===== src/source/motor_cfg_pkg.sv =====
package motor_cfg_pkg;

  ////////////////////////////////////////
  // datapath widths
  ////////////////////////////////////////
  localparam int PWM_W      = 11;   // pwm window counter, 2048 clocks
  localparam int NUM_GATES  = 6;    // hg, lg, hy, ly, hb, lb
  localparam int COIL_W     = 13;   // signed coil voltage / torque
  localparam int OMEGA_W    = 20;   // signed angular velocity
  localparam int THETA_W    = 15;   // angular position, degrees * 64
  localparam int THETA_FRAC = 6;    // fraction bits of a degree in theta

  // gate drive
  localparam logic [PWM_W-1:0] DUTY_DRIVEN = 11'd1023;  // both below this, end floats

  ////////////////////////////////////////
  // mechanics
  ////////////////////////////////////////
  localparam logic signed [COIL_W-1:0]  FRICTION       = 13'sh070;
  localparam logic signed [OMEGA_W-1:0] OMEGA_STICTION = 20'sh00200;  // rolling threshold

  localparam logic [THETA_W-1:0] THETA_FULL  = 15'd23040;  // 360 * 64
  localparam logic [THETA_W-1:0] THETA_RESET = 15'd1920;   // 30 deg, mid green rise
  localparam int                 SECTOR_DEG  = 60;         // one hall sector in degrees

  ////////////////////////////////////////
  // current filter
  ////////////////////////////////////////
  localparam int CURR_FILTER_SH = 5;    // filter weight denominator is 2**5
  localparam int CURR_ACC_W     = 17;   // accumulator, avg_curr is its upper part
  localparam int CURR_SPD_SH    = 9;    // speed scale denominator is 2**9

  localparam logic [CURR_FILTER_SH-1:0] CURR_FILTER_K  = 5'd31;   // 31/32 feedback
  localparam logic [11:0]               CURR_SPD_UNITY = 12'd512; // 1.0 in speed scale

endpackage


===== src/source/motor_types_pkg.sv =====
package motor_types_pkg;

  // captured high time of one gate over a window
  typedef logic [motor_cfg_pkg::PWM_W-1:0] duty_t;

  // coil pair voltage, also carries torque
  typedef logic signed [motor_cfg_pkg::COIL_W-1:0] coil_v_t;

  // angular velocity and its magnitude
  typedef logic signed [motor_cfg_pkg::OMEGA_W-1:0] omega_t;
  typedef logic [motor_cfg_pkg::OMEGA_W-2:0]        omega_mag_t;

  // angular position, 0 .. THETA_FULL-1
  typedef logic [motor_cfg_pkg::THETA_W-1:0] theta_t;

  // averaged current, top bits of the filter accumulator
  typedef logic [motor_cfg_pkg::CURR_ACC_W-motor_cfg_pkg::CURR_FILTER_SH-1:0] curr_t;

  ////////////////////////////////////////
  // hall sector code {grn, ylw, blu}
  ////////////////////////////////////////
  // listed in forward rotation order
  typedef enum logic [2:0] {
    HALL_G_RISE = 3'b101,   // 0 .. 59 deg
    HALL_G_FALL = 3'b100,   // 60 .. 119
    HALL_Y_RISE = 3'b110,   // 120 .. 179
    HALL_Y_FALL = 3'b010,   // 180 .. 239
    HALL_B_RISE = 3'b011,   // 240 .. 299
    HALL_B_FALL = 3'b001    // 300 .. 359
  } hall_sector_e;

endpackage


===== src/source/coil_volt_if.sv =====
interface coil_volt_if;

  motor_types_pkg::coil_v_t gy;   // green minus yellow end
  motor_types_pkg::coil_v_t yb;   // yellow minus blue end
  motor_types_pkg::coil_v_t bg;   // blue minus green end

  logic vld;                      // window strobe, passed along with the voltages

  modport calc (
    output gy, yb, bg,
    output vld
  );

  // rotor and current blocks
  modport user (
    input gy, yb, bg,
    input vld
  );

endinterface


===== src/source/rotor_dynamics.sv =====
module rotor_dynamics (
  input  logic                        clk,
  input  logic                        RST_n,
  coil_volt_if.user                   coil,
  output logic                        hall_grn,
  output logic                        hall_ylw,
  output logic                        hall_blu,
  output motor_types_pkg::omega_mag_t omega_mag
);

  motor_types_pkg::theta_t       theta;      // angular position
  motor_types_pkg::omega_t       omega;      // angular velocity
  motor_types_pkg::omega_t       d_omega;    // velocity step per window
  logic signed [motor_cfg_pkg::THETA_W:0] new_theta;  // one extra bit for the sign
  logic [8:0]                    pos;        // whole degrees 0 .. 359
  motor_types_pkg::hall_sector_e sector;
  logic [2:0]                    hall_code;
  motor_types_pkg::coil_v_t      fav_v;      // voltage of the pair this sector favors
  motor_types_pkg::coil_v_t      back_emf;
  motor_types_pkg::coil_v_t      raw_torque;
  motor_types_pkg::coil_v_t      net_torque;
  motor_types_pkg::coil_v_t      alpha;      // angular acceleration

  ////////////////////////////////////////
  // sector decode and hall outputs
  ////////////////////////////////////////
  assign pos = theta[motor_cfg_pkg::THETA_W-1:motor_cfg_pkg::THETA_FRAC];

  always_comb begin
    if (pos < motor_cfg_pkg::SECTOR_DEG)
      sector = motor_types_pkg::HALL_G_RISE;
    else if (pos < 2 * motor_cfg_pkg::SECTOR_DEG)
      sector = motor_types_pkg::HALL_G_FALL;
    else if (pos < 3 * motor_cfg_pkg::SECTOR_DEG)
      sector = motor_types_pkg::HALL_Y_RISE;
    else if (pos < 4 * motor_cfg_pkg::SECTOR_DEG)
      sector = motor_types_pkg::HALL_Y_FALL;
    else if (pos < 5 * motor_cfg_pkg::SECTOR_DEG)
      sector = motor_types_pkg::HALL_B_RISE;
    else
      sector = motor_types_pkg::HALL_B_FALL;   // 300 .. 359
  end

  assign hall_code = sector;
  assign {hall_grn, hall_ylw, hall_blu} = hall_code;

  ////////////////////////////////////////
  // torque
  ////////////////////////////////////////
  // falling sectors use the reversed pair, so positive always means forward
  always_comb begin
    case (sector)
      motor_types_pkg::HALL_G_RISE: fav_v = coil.gy;
      motor_types_pkg::HALL_G_FALL: fav_v = -coil.bg;
      motor_types_pkg::HALL_Y_RISE: fav_v = coil.yb;
      motor_types_pkg::HALL_Y_FALL: fav_v = -coil.gy;
      motor_types_pkg::HALL_B_RISE: fav_v = coil.bg;
      motor_types_pkg::HALL_B_FALL: fav_v = -coil.yb;
      default:                      fav_v = '0;
    endcase
  end

  assign omega_mag = omega[motor_cfg_pkg::OMEGA_W-1] ?
                     motor_types_pkg::omega_mag_t'(-omega) :
                     motor_types_pkg::omega_mag_t'(omega);
  assign back_emf  = motor_types_pkg::coil_v_t'(omega_mag[17:5]);   // grows with speed

  // back emf eats into the drive in either direction
  assign raw_torque = (fav_v >= 0) ? fav_v - back_emf : fav_v + back_emf;

  always_comb begin
    if (raw_torque > motor_cfg_pkg::FRICTION)
      net_torque = raw_torque - motor_cfg_pkg::FRICTION;
    else if (raw_torque < -motor_cfg_pkg::FRICTION)
      net_torque = raw_torque + motor_cfg_pkg::FRICTION;
    else if (omega > motor_cfg_pkg::OMEGA_STICTION)
      net_torque = -motor_cfg_pkg::FRICTION;  // coasting forward so slow it
    else if (omega < -motor_cfg_pkg::OMEGA_STICTION)
      net_torque = motor_cfg_pkg::FRICTION;   // coasting backward
    else
      net_torque = '0;                        // stuck
  end

  assign alpha   = net_torque >>> 1;          // half the torque
  assign d_omega = {{9{alpha[12]}}, alpha[12:2]};

  ////////////////////////////////////////
  // velocity and position integration
  ////////////////////////////////////////
  always_ff @(posedge clk or negedge RST_n) begin
    if (!RST_n)
      omega <= '0;
    else if (coil.vld)
      omega <= omega + d_omega;
  end

  // position moves by omega / 256 each window
  assign new_theta = $signed({1'b0, theta}) + $signed({{4{omega[19]}}, omega[19:8]});

  always_ff @(posedge clk or negedge RST_n) begin
    if (!RST_n)
      theta <= motor_cfg_pkg::THETA_RESET;
    else if (coil.vld) begin
      if (new_theta < 0)                                   // wrapped below zero
        theta <= new_theta[14:0] + motor_cfg_pkg::THETA_FULL;
      else if (new_theta >= motor_cfg_pkg::THETA_FULL)     // past a full turn
        theta <= new_theta[14:0] - motor_cfg_pkg::THETA_FULL;
      else
        theta <= new_theta[14:0];
    end
  end

  a_theta_range: assert property (@(posedge clk) disable iff (!RST_n)
    theta < motor_cfg_pkg::THETA_FULL)
    else $error("rotor_dynamics: position %0d beyond a full turn", theta);

  a_hall_legal: assert property (@(posedge clk) disable iff (!RST_n)
    !(hall_code inside {3'b000, 3'b111}))
    else $error("rotor_dynamics: illegal hall code %b", hall_code);

endmodule


===== src/flat_wrapper.sv =====
// flat-port wrapper written by rule: the top's interface ports become plain ports
module rotor_dynamics_flat 
  (clk, RST_n, hall_grn, hall_ylw, hall_blu, omega_mag, coil_gy, coil_yb, coil_bg, coil_vld);
  coil_volt_if coil_i ();
  input  logic clk;
  input  logic RST_n;
  output logic hall_grn;
  output logic hall_ylw;
  output logic hall_blu;
  output motor_types_pkg::omega_mag_t omega_mag;
  input wire logic [$bits(coil_i.gy)-1:0] coil_gy;
  input wire logic [$bits(coil_i.yb)-1:0] coil_yb;
  input wire logic [$bits(coil_i.bg)-1:0] coil_bg;
  input wire logic [$bits(coil_i.vld)-1:0] coil_vld;
  assign coil_i.gy = coil_gy;
  assign coil_i.yb = coil_yb;
  assign coil_i.bg = coil_bg;
  assign coil_i.vld = coil_vld;
  rotor_dynamics u_core (.clk(clk), .RST_n(RST_n), .coil(coil_i), .hall_grn(hall_grn), .hall_ylw(hall_ylw), .hall_blu(hall_blu), .omega_mag(omega_mag));
endmodule

===== config.mk =====
export PLATFORM = sky130hd
export DESIGN_NAME = rotor_dynamics_flat
export DESIGN_NICKNAME = d
export VERILOG_FILES = /design/src/source/motor_cfg_pkg.sv /design/src/source/motor_types_pkg.sv /design/src/source/coil_volt_if.sv /design/src/source/rotor_dynamics.sv /design/src/flat_wrapper.sv
export SDC_FILE = /design/constraint.sdc
export NUM_CORES = 1
export LEC_CHECK = 0
export ABC_CLOCK_PERIOD_IN_PS = 18950
export BUFFER_PORTS_ARGS = -buffer_cell sky130_fd_sc_hd__buf_4
export CORE_MARGIN = 5
export CORE_UTILIZATION = 40
export CTS_CLUSTER_DIAMETER = 50
export DETAILED_ROUTE_END_ITERATION = 8
export GPL_ROUTABILITY_DRIVEN = 1
export HOLD_SLACK_MARGIN = 0.02
export SLEW_MARGIN = 20
export SYNTH_ARGS = -nofsm -noshare
export SYNTH_HDL_FRONTEND = slang
export SYNTH_SLANG_ARGS = --single-unit

===== constraint.sdc =====
create_clock -name clk -period 18.95 [get_ports clk]
set_input_delay 0.9475 -clock clk [delete_from_list [all_inputs] [get_ports clk]]
set_output_delay 0.9475 -clock clk [all_outputs]
set_load 0.02 [all_outputs]

==> results of run 1 <==
==> state kept, by name, summed over array words and instances, names as in the netlist <==
name	flops
u_core.omega	20
u_core.theta	15
==> metrics by stage <==
| step | setup slack, ps | hold slack (ps) | util (%) | cell area [um^2] | instances |
|---|---|---|---|---|---|
| 3_3_place_gp | 10260 | 477 | 44.5 | 6690 | 1037 |
| 5_1_grt | 9770 | 507 | 45.4 | 6830 | 1045 |
| 6_report | 10280 | 488 | 45.4 | 6830 | 1045 |
| 3_5_place_dp | 10140 | 489 | 44.5 | 6690 | 1037 |
| 4_1_cts | 10400 | 501 | 45.4 | 6830 | 1045 |
| 2_1_floorplan | 11370 | 456 | - | 6080 | 808 |
==> cells in the final DEF, fill, tap and decap left out, types with 7 or more instances in the layout <==
| master | n |
|---|---|
| nand2_1 | 78 |
| nor2_1 | 68 |
| buf_4 | 64 |
| o21ai_0 | 58 |
| ha_1 | 55 |
| inv_1 | 47 |
| a21oi_1 | 47 |
| xnor2_1 | 46 |
| dfrtp_1 | 31 |
| nor3_1 | 30 |
| xor2_1 | 26 |
| or3_1 | 21 |
| mux2_2 | 19 |
| a21o_1 | 17 |
| nand3_1 | 16 |
| o31ai_1 | 14 |
| nand2b_1 | 13 |
| a31oi_1 | 11 |
| nand4_1 | 10 |
| o211ai_1 | 10 |
| o21a_1 | 9 |
| a211oi_1 | 8 |
| nor2b_1 | 7 |
| and2_1 | 7 |
| mux2i_1 | 7 |
| nor4_1 | 7 |
| and3_1 | 7 |
==> critical path: cells and delay by family <==
family	cells	cell delay [ps]
buffers and inverters	3	230
multiplexers	1	260
AO/OA/AOI/OAI	14	3360
AND/OR/NAND/NOR	9	2620
XOR/XNOR	3	510
adder cells (fa/ha/maj)	4	860
==> area by class of cell <==
| class | instances | share of cell area [%] |
|---|---|---|
| multi-input cells | 701 | 71.9 |
| flip-flops and latches | 35 | 12.9 |
| repair buffers | 64 | 7.04 |
| well taps | 188 | 3.44 |
| inverters | 49 | 2.69 |
| clock buffers | 8 | 2.00 |
==> worst paths after layout <==
path | endpoint | cells after the start
max | u_core.omega[16]$_DFFE_PN0P_ | 34
min | u_core.theta[6]$_DFFE_PN0P_ | 1
max reg2reg | u_core.omega[16]$_DFFE_PN0P_ | 31
min reg2reg | u_core.theta[6]$_DFFE_PN0P_ | 1
max in group asynchronous | u_core.theta[10]$_DFFE_PN1P_ | 1
min in group asynchronous | u_core.omega[4]$_DFFE_PN0P_ | 1
==> cell families after synthesis <==
group / Yosys count / synth area share [%]
AOI/OAI and AO/OA: 247 / 28.0
DFF: 35 / 14.5
buffers and inverters: 72 / 4.73
xor gates and xnor gates: 74 / 10.9
adders and majority gates: 58 / 12.3
and+or+nand+nor: 296 / 24.9
muxes: 26 / 4.67
==> per-layer routing <==
metal,vias to the layer above,GRT usage [%],share of wire [%]
met5,-,0,0
met4,0,3.43,1.1
met1,2830,27.0,49
met3,13,2.30,4.7
met2,145,31.0,46
li1,3100,-,-
==> flow_summary.json, run 1 <==
{
  "status": "complete, no violations",
  "grt_usage_pct": 18.9,
  "cts_resized": 0,
  "start_util_pct": 40.4,
  "ys_seq_area_share_pct": 14.5,
  "synth_seq_cells": 35,
  "clock.fmax_ghz": 0.115,
  "drive_gt1_share_pct": 13.7,
  "ys_top_cells_by_count": "nand2_1 (78), nor2_1 (68), o21ai_0 (58), ha_1 (55)",
  "yosysMostFrequentCell": "nand2_1",
  "numCtsBuffers": 5,
  "required_ps": 19120,
  "multi_input_area_um2": 4910,
  "antenna_found_initial": 0,
  "grt_pass1_wl_mm": 28.1,
  "drt-initial-drc-count": 521,
  "via_per_inst": 5.83,
  "drt-total-wl_mm": 17.2,
  "setup_viol": 0,
  "synth_cells": 808,
  "grt-ovfl-total": 0,
  "hpwl_mm": 13.7,
  "path_clk_slew_ps": 60,
  "rows": 45,
  "antenna_cells": 0,
  "first_pass_iters": 5,
  "yosysWarnings": 0,
  "relSlewSlack_pct": 41.3,
  "nets": 956,
  "skew_ps": 5.01,
  "clk_latency_ps": 280,
  "grt_start_max_net_pins": 36,
  "cp-startpoint": "coil_yb[0]",
  "drv_cap": 0,
  "synth-main-ff-cell": "dfrtp_1",
  "synth_top_area_share_pct": 12.8,
  "cpMaxStageDelayCell": "or4_1",
  "async_flop_share_pct": 100,
  "finalCriticalPeriod_ps": 8670,
  "crit_path_frequent_cell": "ha_1",
  "yosysTopAreaCell": "dfrtp_1",
  "reg2reg_slack_ps": 10370,
  "crit_fanout": 11,
  "post-route-drc-count": 0,
  "cp-start-kind": "input port",
  "synth_edf_count": 0,
  "cp.arrival_ps": 8840,
  "ant_nets": 0,
  "worstSetupEndpointType": "flop",
  "io_pins": 64,
  "min_from": "u_core.theta[6]$_DFFE_PN0P_",
  "gp_congestion": 0.890,
  "port-buffer-count": 63,
  "critPathKind": "input port to flop",
  "area_growth_pct": 12.3,
  "tns_ps": 0,
  "post-route-period-util_pct": 45.8,
  "syn_area_per_cell_um2": 7.53,
  "die_area_um2": 17800,
  "cts_setup_buffers": 0,
  "syn_area_um2": 6080,
  "drv_slew": 0,
  "die_y_um": 133,
  "reg2reg_from": "u_core.omega[19]$_DFFE_PN0P_",
  "cts_hold_buf": 0,
  "regArea_um2": 881,
  "hold_violations": 0,
  "htreeDepth": 2,
  "dieWidth_um": 133,
  "cts_tree": "done",
  "synth_cell_types": 87,
  "core_area_um2": 15000,
  "grt_pass1_vias": 5574,
  "cpPeakStageDelay_ps": 540,
  "cts_buffer_depth": 2,
  "routedWlPerCell_um": 16.5,
  "cts-root-buf": "clkbuf_16",
  "syn-num-nets": 908,
  "worst_pin_slew_ps": 858,
  "rsz0062_at_grt": "no",
  "cts_sinks": 35,
  "nFillCells": 1550,
  "via_count": 6088,
  "synth.top_cells.by_area": "dfrtp_1 (13%), ha_1 (11%), xnor2_1 (6.6%), nand2_1 (4.8%), o21ai_0 (4.8%)",
  "hold_path_class": "flop to flop"
}
Power of run 1 is left out: the tool's default activity adds up to more than one toggle a clock period on the data nets, which glitch-free logic cannot reach.
==> run 2, diff against run 1 <==
--- a/config.mk
+++ b/config.mk
@@ -5,7 +5,7 @@
 export SDC_FILE = /design/constraint.sdc
 export NUM_CORES = 1
 export LEC_CHECK = 0
-export ABC_CLOCK_PERIOD_IN_PS = 18950
+export ABC_CLOCK_PERIOD_IN_PS = 8200
 export BUFFER_PORTS_ARGS = -buffer_cell sky130_fd_sc_hd__buf_4
 export CORE_MARGIN = 5
 export CORE_UTILIZATION = 40
==> constraint.sdc (replaced) <==
create_clock -name clk -period 8.2 [get_ports clk]
set_input_delay 0.41 -clock clk [delete_from_list [all_inputs] [get_ports clk]]
set_output_delay 0.41 -clock clk [all_outputs]
set_load 0.02 [all_outputs]
==> flow_summary.json, run 2 (synthesis results as in run 1) <==
{
  "status": "complete, no violations",
  "gp_congestion": 0.883,
  "drt-total-wl_mm": 17.4,
  "grt_pass1_wl_mm": 28.3,
  "crit_fanout": 10,
  "via_per_inst": 5.84,
  "skew_ps": 1.28,
  "required_ps": 8350,
  "nFillCells": 1548,
  "drt-initial-drc-count": 474,
  "layout_common_cells": "buf_4 (81), nand2_1 (78), nor2_1 (68), o21ai_0 (57), ha_1 (55)",
  "cts-root-buf": "clkbuf_16",
  "grt-ovfl-total": 0,
  "cp-start-kind": "input port",
  "via_count": 6206,
  "clock.fmax_ghz": 0.133,
  "die_y_um": 133,
  "grt_usage_pct": 19.0,
  "clk_latency_ps": 280,
  "largest_reg_flops": 20,
  "core_area_um2": 15000,
  "hold_violations": 0,
  "cp.arrival_ps": 7680,
  "finalCriticalPeriod_ps": 7520,
  "cpMaxStageDelayCell": "a2111oi_1",
  "worst_pin_slew_ps": 858,
  "antenna_cells": 0,
  "top_register": "u_core.omega",
  "start_util_pct": 40.4,
  "port-buffer-count": 63,
  "hpwl_mm": 13.8,
  "hold_path_class": "input port to asynchronous set/reset pin",
  "cts_buffer_depth": 2,
  "antenna_found_initial": 0,
  "rsz0062_at_grt": "no",
  "post-route-drc-count": 0,
  "timing.hold.ws_ps": 93.9,
  "worstSetupEndpointType": "flop",
  "first_pass_iters": 5,
  "dieWidth_um": 133,
  "numCtsBuffers": 5,
  "grt_pass1_vias": 5673,
  "cpPeakStageDelay_ps": 590,
  "die_area_um2": 17800,
  "nets": 973,
  "setup_viol": 0,
  "tns_ps": 0,
  "grt_start_max_net_pins": 36,
  "drv_cap": 0,
  "drive_gt1_share_pct": 16.2,
  "drv_slew": 0,
  "routedWlPerCell_um": 16.4,
  "htreeDepth": 2,
  "cts_hold_buf": 0,
  "critPathKind": "input port to flop",
  "post-route-period-util_pct": 91.8,
  "cts_tree": "done",
  "area_growth_pct": 15.3,
  "top_regs": "u_core.omega x20, u_core.theta x15",
  "cts_sinks": 35,
  "relSlewSlack_pct": 41.3,
  "path_clk_slew_ps": 50,
  "ant_nets": 0,
  "rows": 45,
  "io_pins": 64,
  "final_common_cell": "buf_4"
}
-- run 2: final cells by class --
cell class              count  area (um^2)  area share [%]
clock buffers               7          133            1.89
clock inverters             1         5.00          0.0714
inverters                  49          184            2.62
multi-input cells         701         4970            70.8
flip-flops and latches     35          881            12.6
well taps                 188          235            3.35
repair buffers             81          608            8.67
-- run 2: timing repair --
item / in CTS / in global routing
setup buffers: 0 / 3
gates resized for setup: 0 / 11
endpoints found under the hold margin: 0 / 0
endpoints found under the setup margin: 0 / 9
-- run 2: final timing paths --
check,from,endpoint,slack [ps],cells past startpoint
max,coil_yb[0],u_core.omega[19]$_DFFE_PN0P_,680,33
min,RST_n,u_core.omega[6]$_DFFE_PN0P_,90,1
max reg2reg,u_core.theta[10]$_DFFE_PN1P_,u_core.omega[19]$_DFFE_PN0P_,690,31
min reg2reg,u_core.theta[6]$_DFFE_PN0P_,u_core.theta[6]$_DFFE_PN0P_,490,1
max in group asynchronous,RST_n,u_core.theta[9]$_DFFE_PN1P_,7730,1
min in group clk,u_core.theta[6]$_DFFE_PN0P_,u_core.theta[6]$_DFFE_PN0P_,490,1
-- run 2: per-layer routing --
layer	GRT usage [%]	share of wire, %	wire length, um
met1	26.1	47	8270
met2	31.8	46	8060
met3	2.34	4.8	838
met4	4.63	1.5	268
met5	0	0	0
-- run 2: critical path: cells and delay by family --
kind	cells	cell delay, ps
compound gates	15	3130
xor+xnor	3	500
fa+ha+maj	3	780
buf+inv	2	170
simple gates	10	2710
-- run 2: stage by stage --
stage	std cells	setup slack [ps]	area [um^2]	util, %
2_1_floorplan	808	927	6080	-
3_3_place_gp	1051	322	6800	45.2
3_5_place_dp	1051	165	6800	45.2
4_1_cts	1059	291	6940	46.1
5_1_grt	1062	53.9	7010	46.6
6_report	1062	676	7010	46.6
Power of run 2 is left out for the same reason.
==> run 3, diff against run 2 <==
--- a/config.mk
+++ b/config.mk
@@ -7,6 +7,7 @@
 export LEC_CHECK = 0
 export ABC_CLOCK_PERIOD_IN_PS = 8200
 export BUFFER_PORTS_ARGS = -buffer_cell sky130_fd_sc_hd__buf_4
+export CORE_ASPECT_RATIO = 0.6
 export CORE_MARGIN = 5
 export CORE_UTILIZATION = 40
 export CTS_CLUSTER_DIAMETER = 50
==> flow_summary.json, run 3 (synthesis results as in run 1) <==
{
  "crit_path_frequent_cell": "ha_1",
  "cts-root-buf": "clkbuf_16",
  "io_pins": 64,
  "finalInstanceArea_um2": 7020,
  "final_util_pct": 47.8,
  "core_area_um2": 14700,
  "multi_input_area_um2": 4970,
  "drv_slew": 0,
  "cts_hold_buf": 0,
  "nFillCells": 1482,
  "finalCriticalPeriod_ps": 7680,
  "port-buffer-count": 63,
  "dieWidth_um": 169,
  "worstSetupEndpointType": "flop",
  "status": "complete, no violations",
  "clk_latency_ps": 280,
  "crit_fanout": 7,
  "cp.arrival_ps": 7840,
  "worst_pin_slew_ps": 1110,
  "cp-start-kind": "flop",
  "post-route-drc-count": 0,
  "critPathKind": "flop to flop",
  "final_common_cell": "buf_4",
  "cts_tree": "done",
  "largest_reg_flops": 20,
  "regArea_um2": 881,
  "clock.fmax_ghz": 0.130,
  "via_per_inst": 5.75,
  "nets": 972,
  "area_growth_pct": 15.4,
  "drt-total-wl_mm": 18.3,
  "hold_path_class": "input port to asynchronous set/reset pin",
  "rows": 34,
  "start_util_pct": 41.4,
  "grt_pass1_vias": 5475,
  "gp_congestion": 0.907,
  "drive_gt1_share_pct": 16.0,
  "drv_cap": 0,
  "cpPeakStageDelay_ps": 530,
  "reg2reg_from": "u_core.omega[0]$_DFFE_PN0P_",
  "cts_sinks": 35,
  "routedWlPerCell_um": 17.1,
  "cpMaxStageDelayCell": "or4b_4",
  "grt_pass1_wl_mm": 29.5,
  "grt_usage_pct": 20.0,
  "post-route-period-util_pct": 93.6,
  "grt_start_max_net_pins": 36,
  "numCtsBuffers": 5,
  "timing.hold.ws_ps": 89.2,
  "antenna_cells": 0,
  "required_ps": 8360,
  "layout_common_cells": "buf_4 (80), nand2_1 (78), nor2_1 (68), o21ai_0 (57), ha_1 (55)",
  "path_clk_slew_ps": 60,
  "hold_violations": 0,
  "via_count": 6156,
  "top_register": "u_core.omega",
  "die_area_um2": 17800,
  "htreeDepth": 2,
  "relSlewSlack_pct": 23.9,
  "first_pass_iters": 5,
  "place_area_um2": 6800,
  "tns_ps": 0,
  "antenna_found_initial": 0,
  "hpwl_mm": 14.7,
  "cts_buffer_depth": 2,
  "top_regs": "u_core.omega x20, u_core.theta x15",
  "grt-ovfl-total": 0,
  "skew_ps": 5.91,
  "setup_viol": 0,
  "cp-startpoint": "u_core.omega[0]$_DFFE_PN0P_",
  "drt-initial-drc-count": 622,
  "ant_nets": 0,
  "die_y_um": 106
}
run 3: path summary, 6_finish.rpt:
path	end	slack, ps	cells after the start
worst max-delay path	u_core.omega[16]$_DFFE_PN0P_	520	33
worst min-delay path	u_core.omega[0]$_DFFE_PN0P_	90	1
worst max register to register	u_core.omega[16]$_DFFE_PN0P_	520	33
worst min register to register	u_core.theta[4]$_DFFE_PN0P_	500	2
max in group asynchronous	u_core.theta[10]$_DFFE_PN1P_	7740	1
min in group clk	u_core.theta[4]$_DFFE_PN0P_	500	2
run 3: routing by layer:
layer  global-route usage, %  vias up  part of all wire (%)
met5                       0        -                     0
met4                    2.13        0                  0.70
met3                    3.70       13                   7.2
met2                    25.7      228                    37
met1                    34.2     2781                    55
li1                        -     3134                     -
run 3: area by class of cell:
type	instances	area share (%)
tap	198	3.53
clock buffer	8	1.94
timing repair buffer	80	8.56
inverter	49	2.62
sequential	35	12.6
multi-input combinational	701	70.8
run 3: metrics by stage:
| stage | std cells | setup slack, ps |
|---|---|---|
| 2_1_floorplan | 808 | 927 |
| 3_3_place_gp | 1059 | 100 |
| 3_5_place_dp | 1059 | 106 |
| 4_1_cts | 1067 | 201 |
| 5_1_grt | 1071 | -7.06 |
| 6_report | 1071 | 521 |
run 3: what timing repair did:
item                       4_1_cts  5_1_grt
buffers inserted                 0        4
setup endpoints to repair        0        8
gates resized for setup          0       11
run 3: critical path: cells and delay by family (launching register included):
family | cells | cell delay, ps
compound gates | 13 | 2670
fa+ha+maj | 4 | 880
xor+xnor | 4 | 830
simple gates | 9 | 2280
buf+inv | 2 | 200
mux | 1 | 250
flops | 1 | 460
Power of run 3 is left out for the same reason.
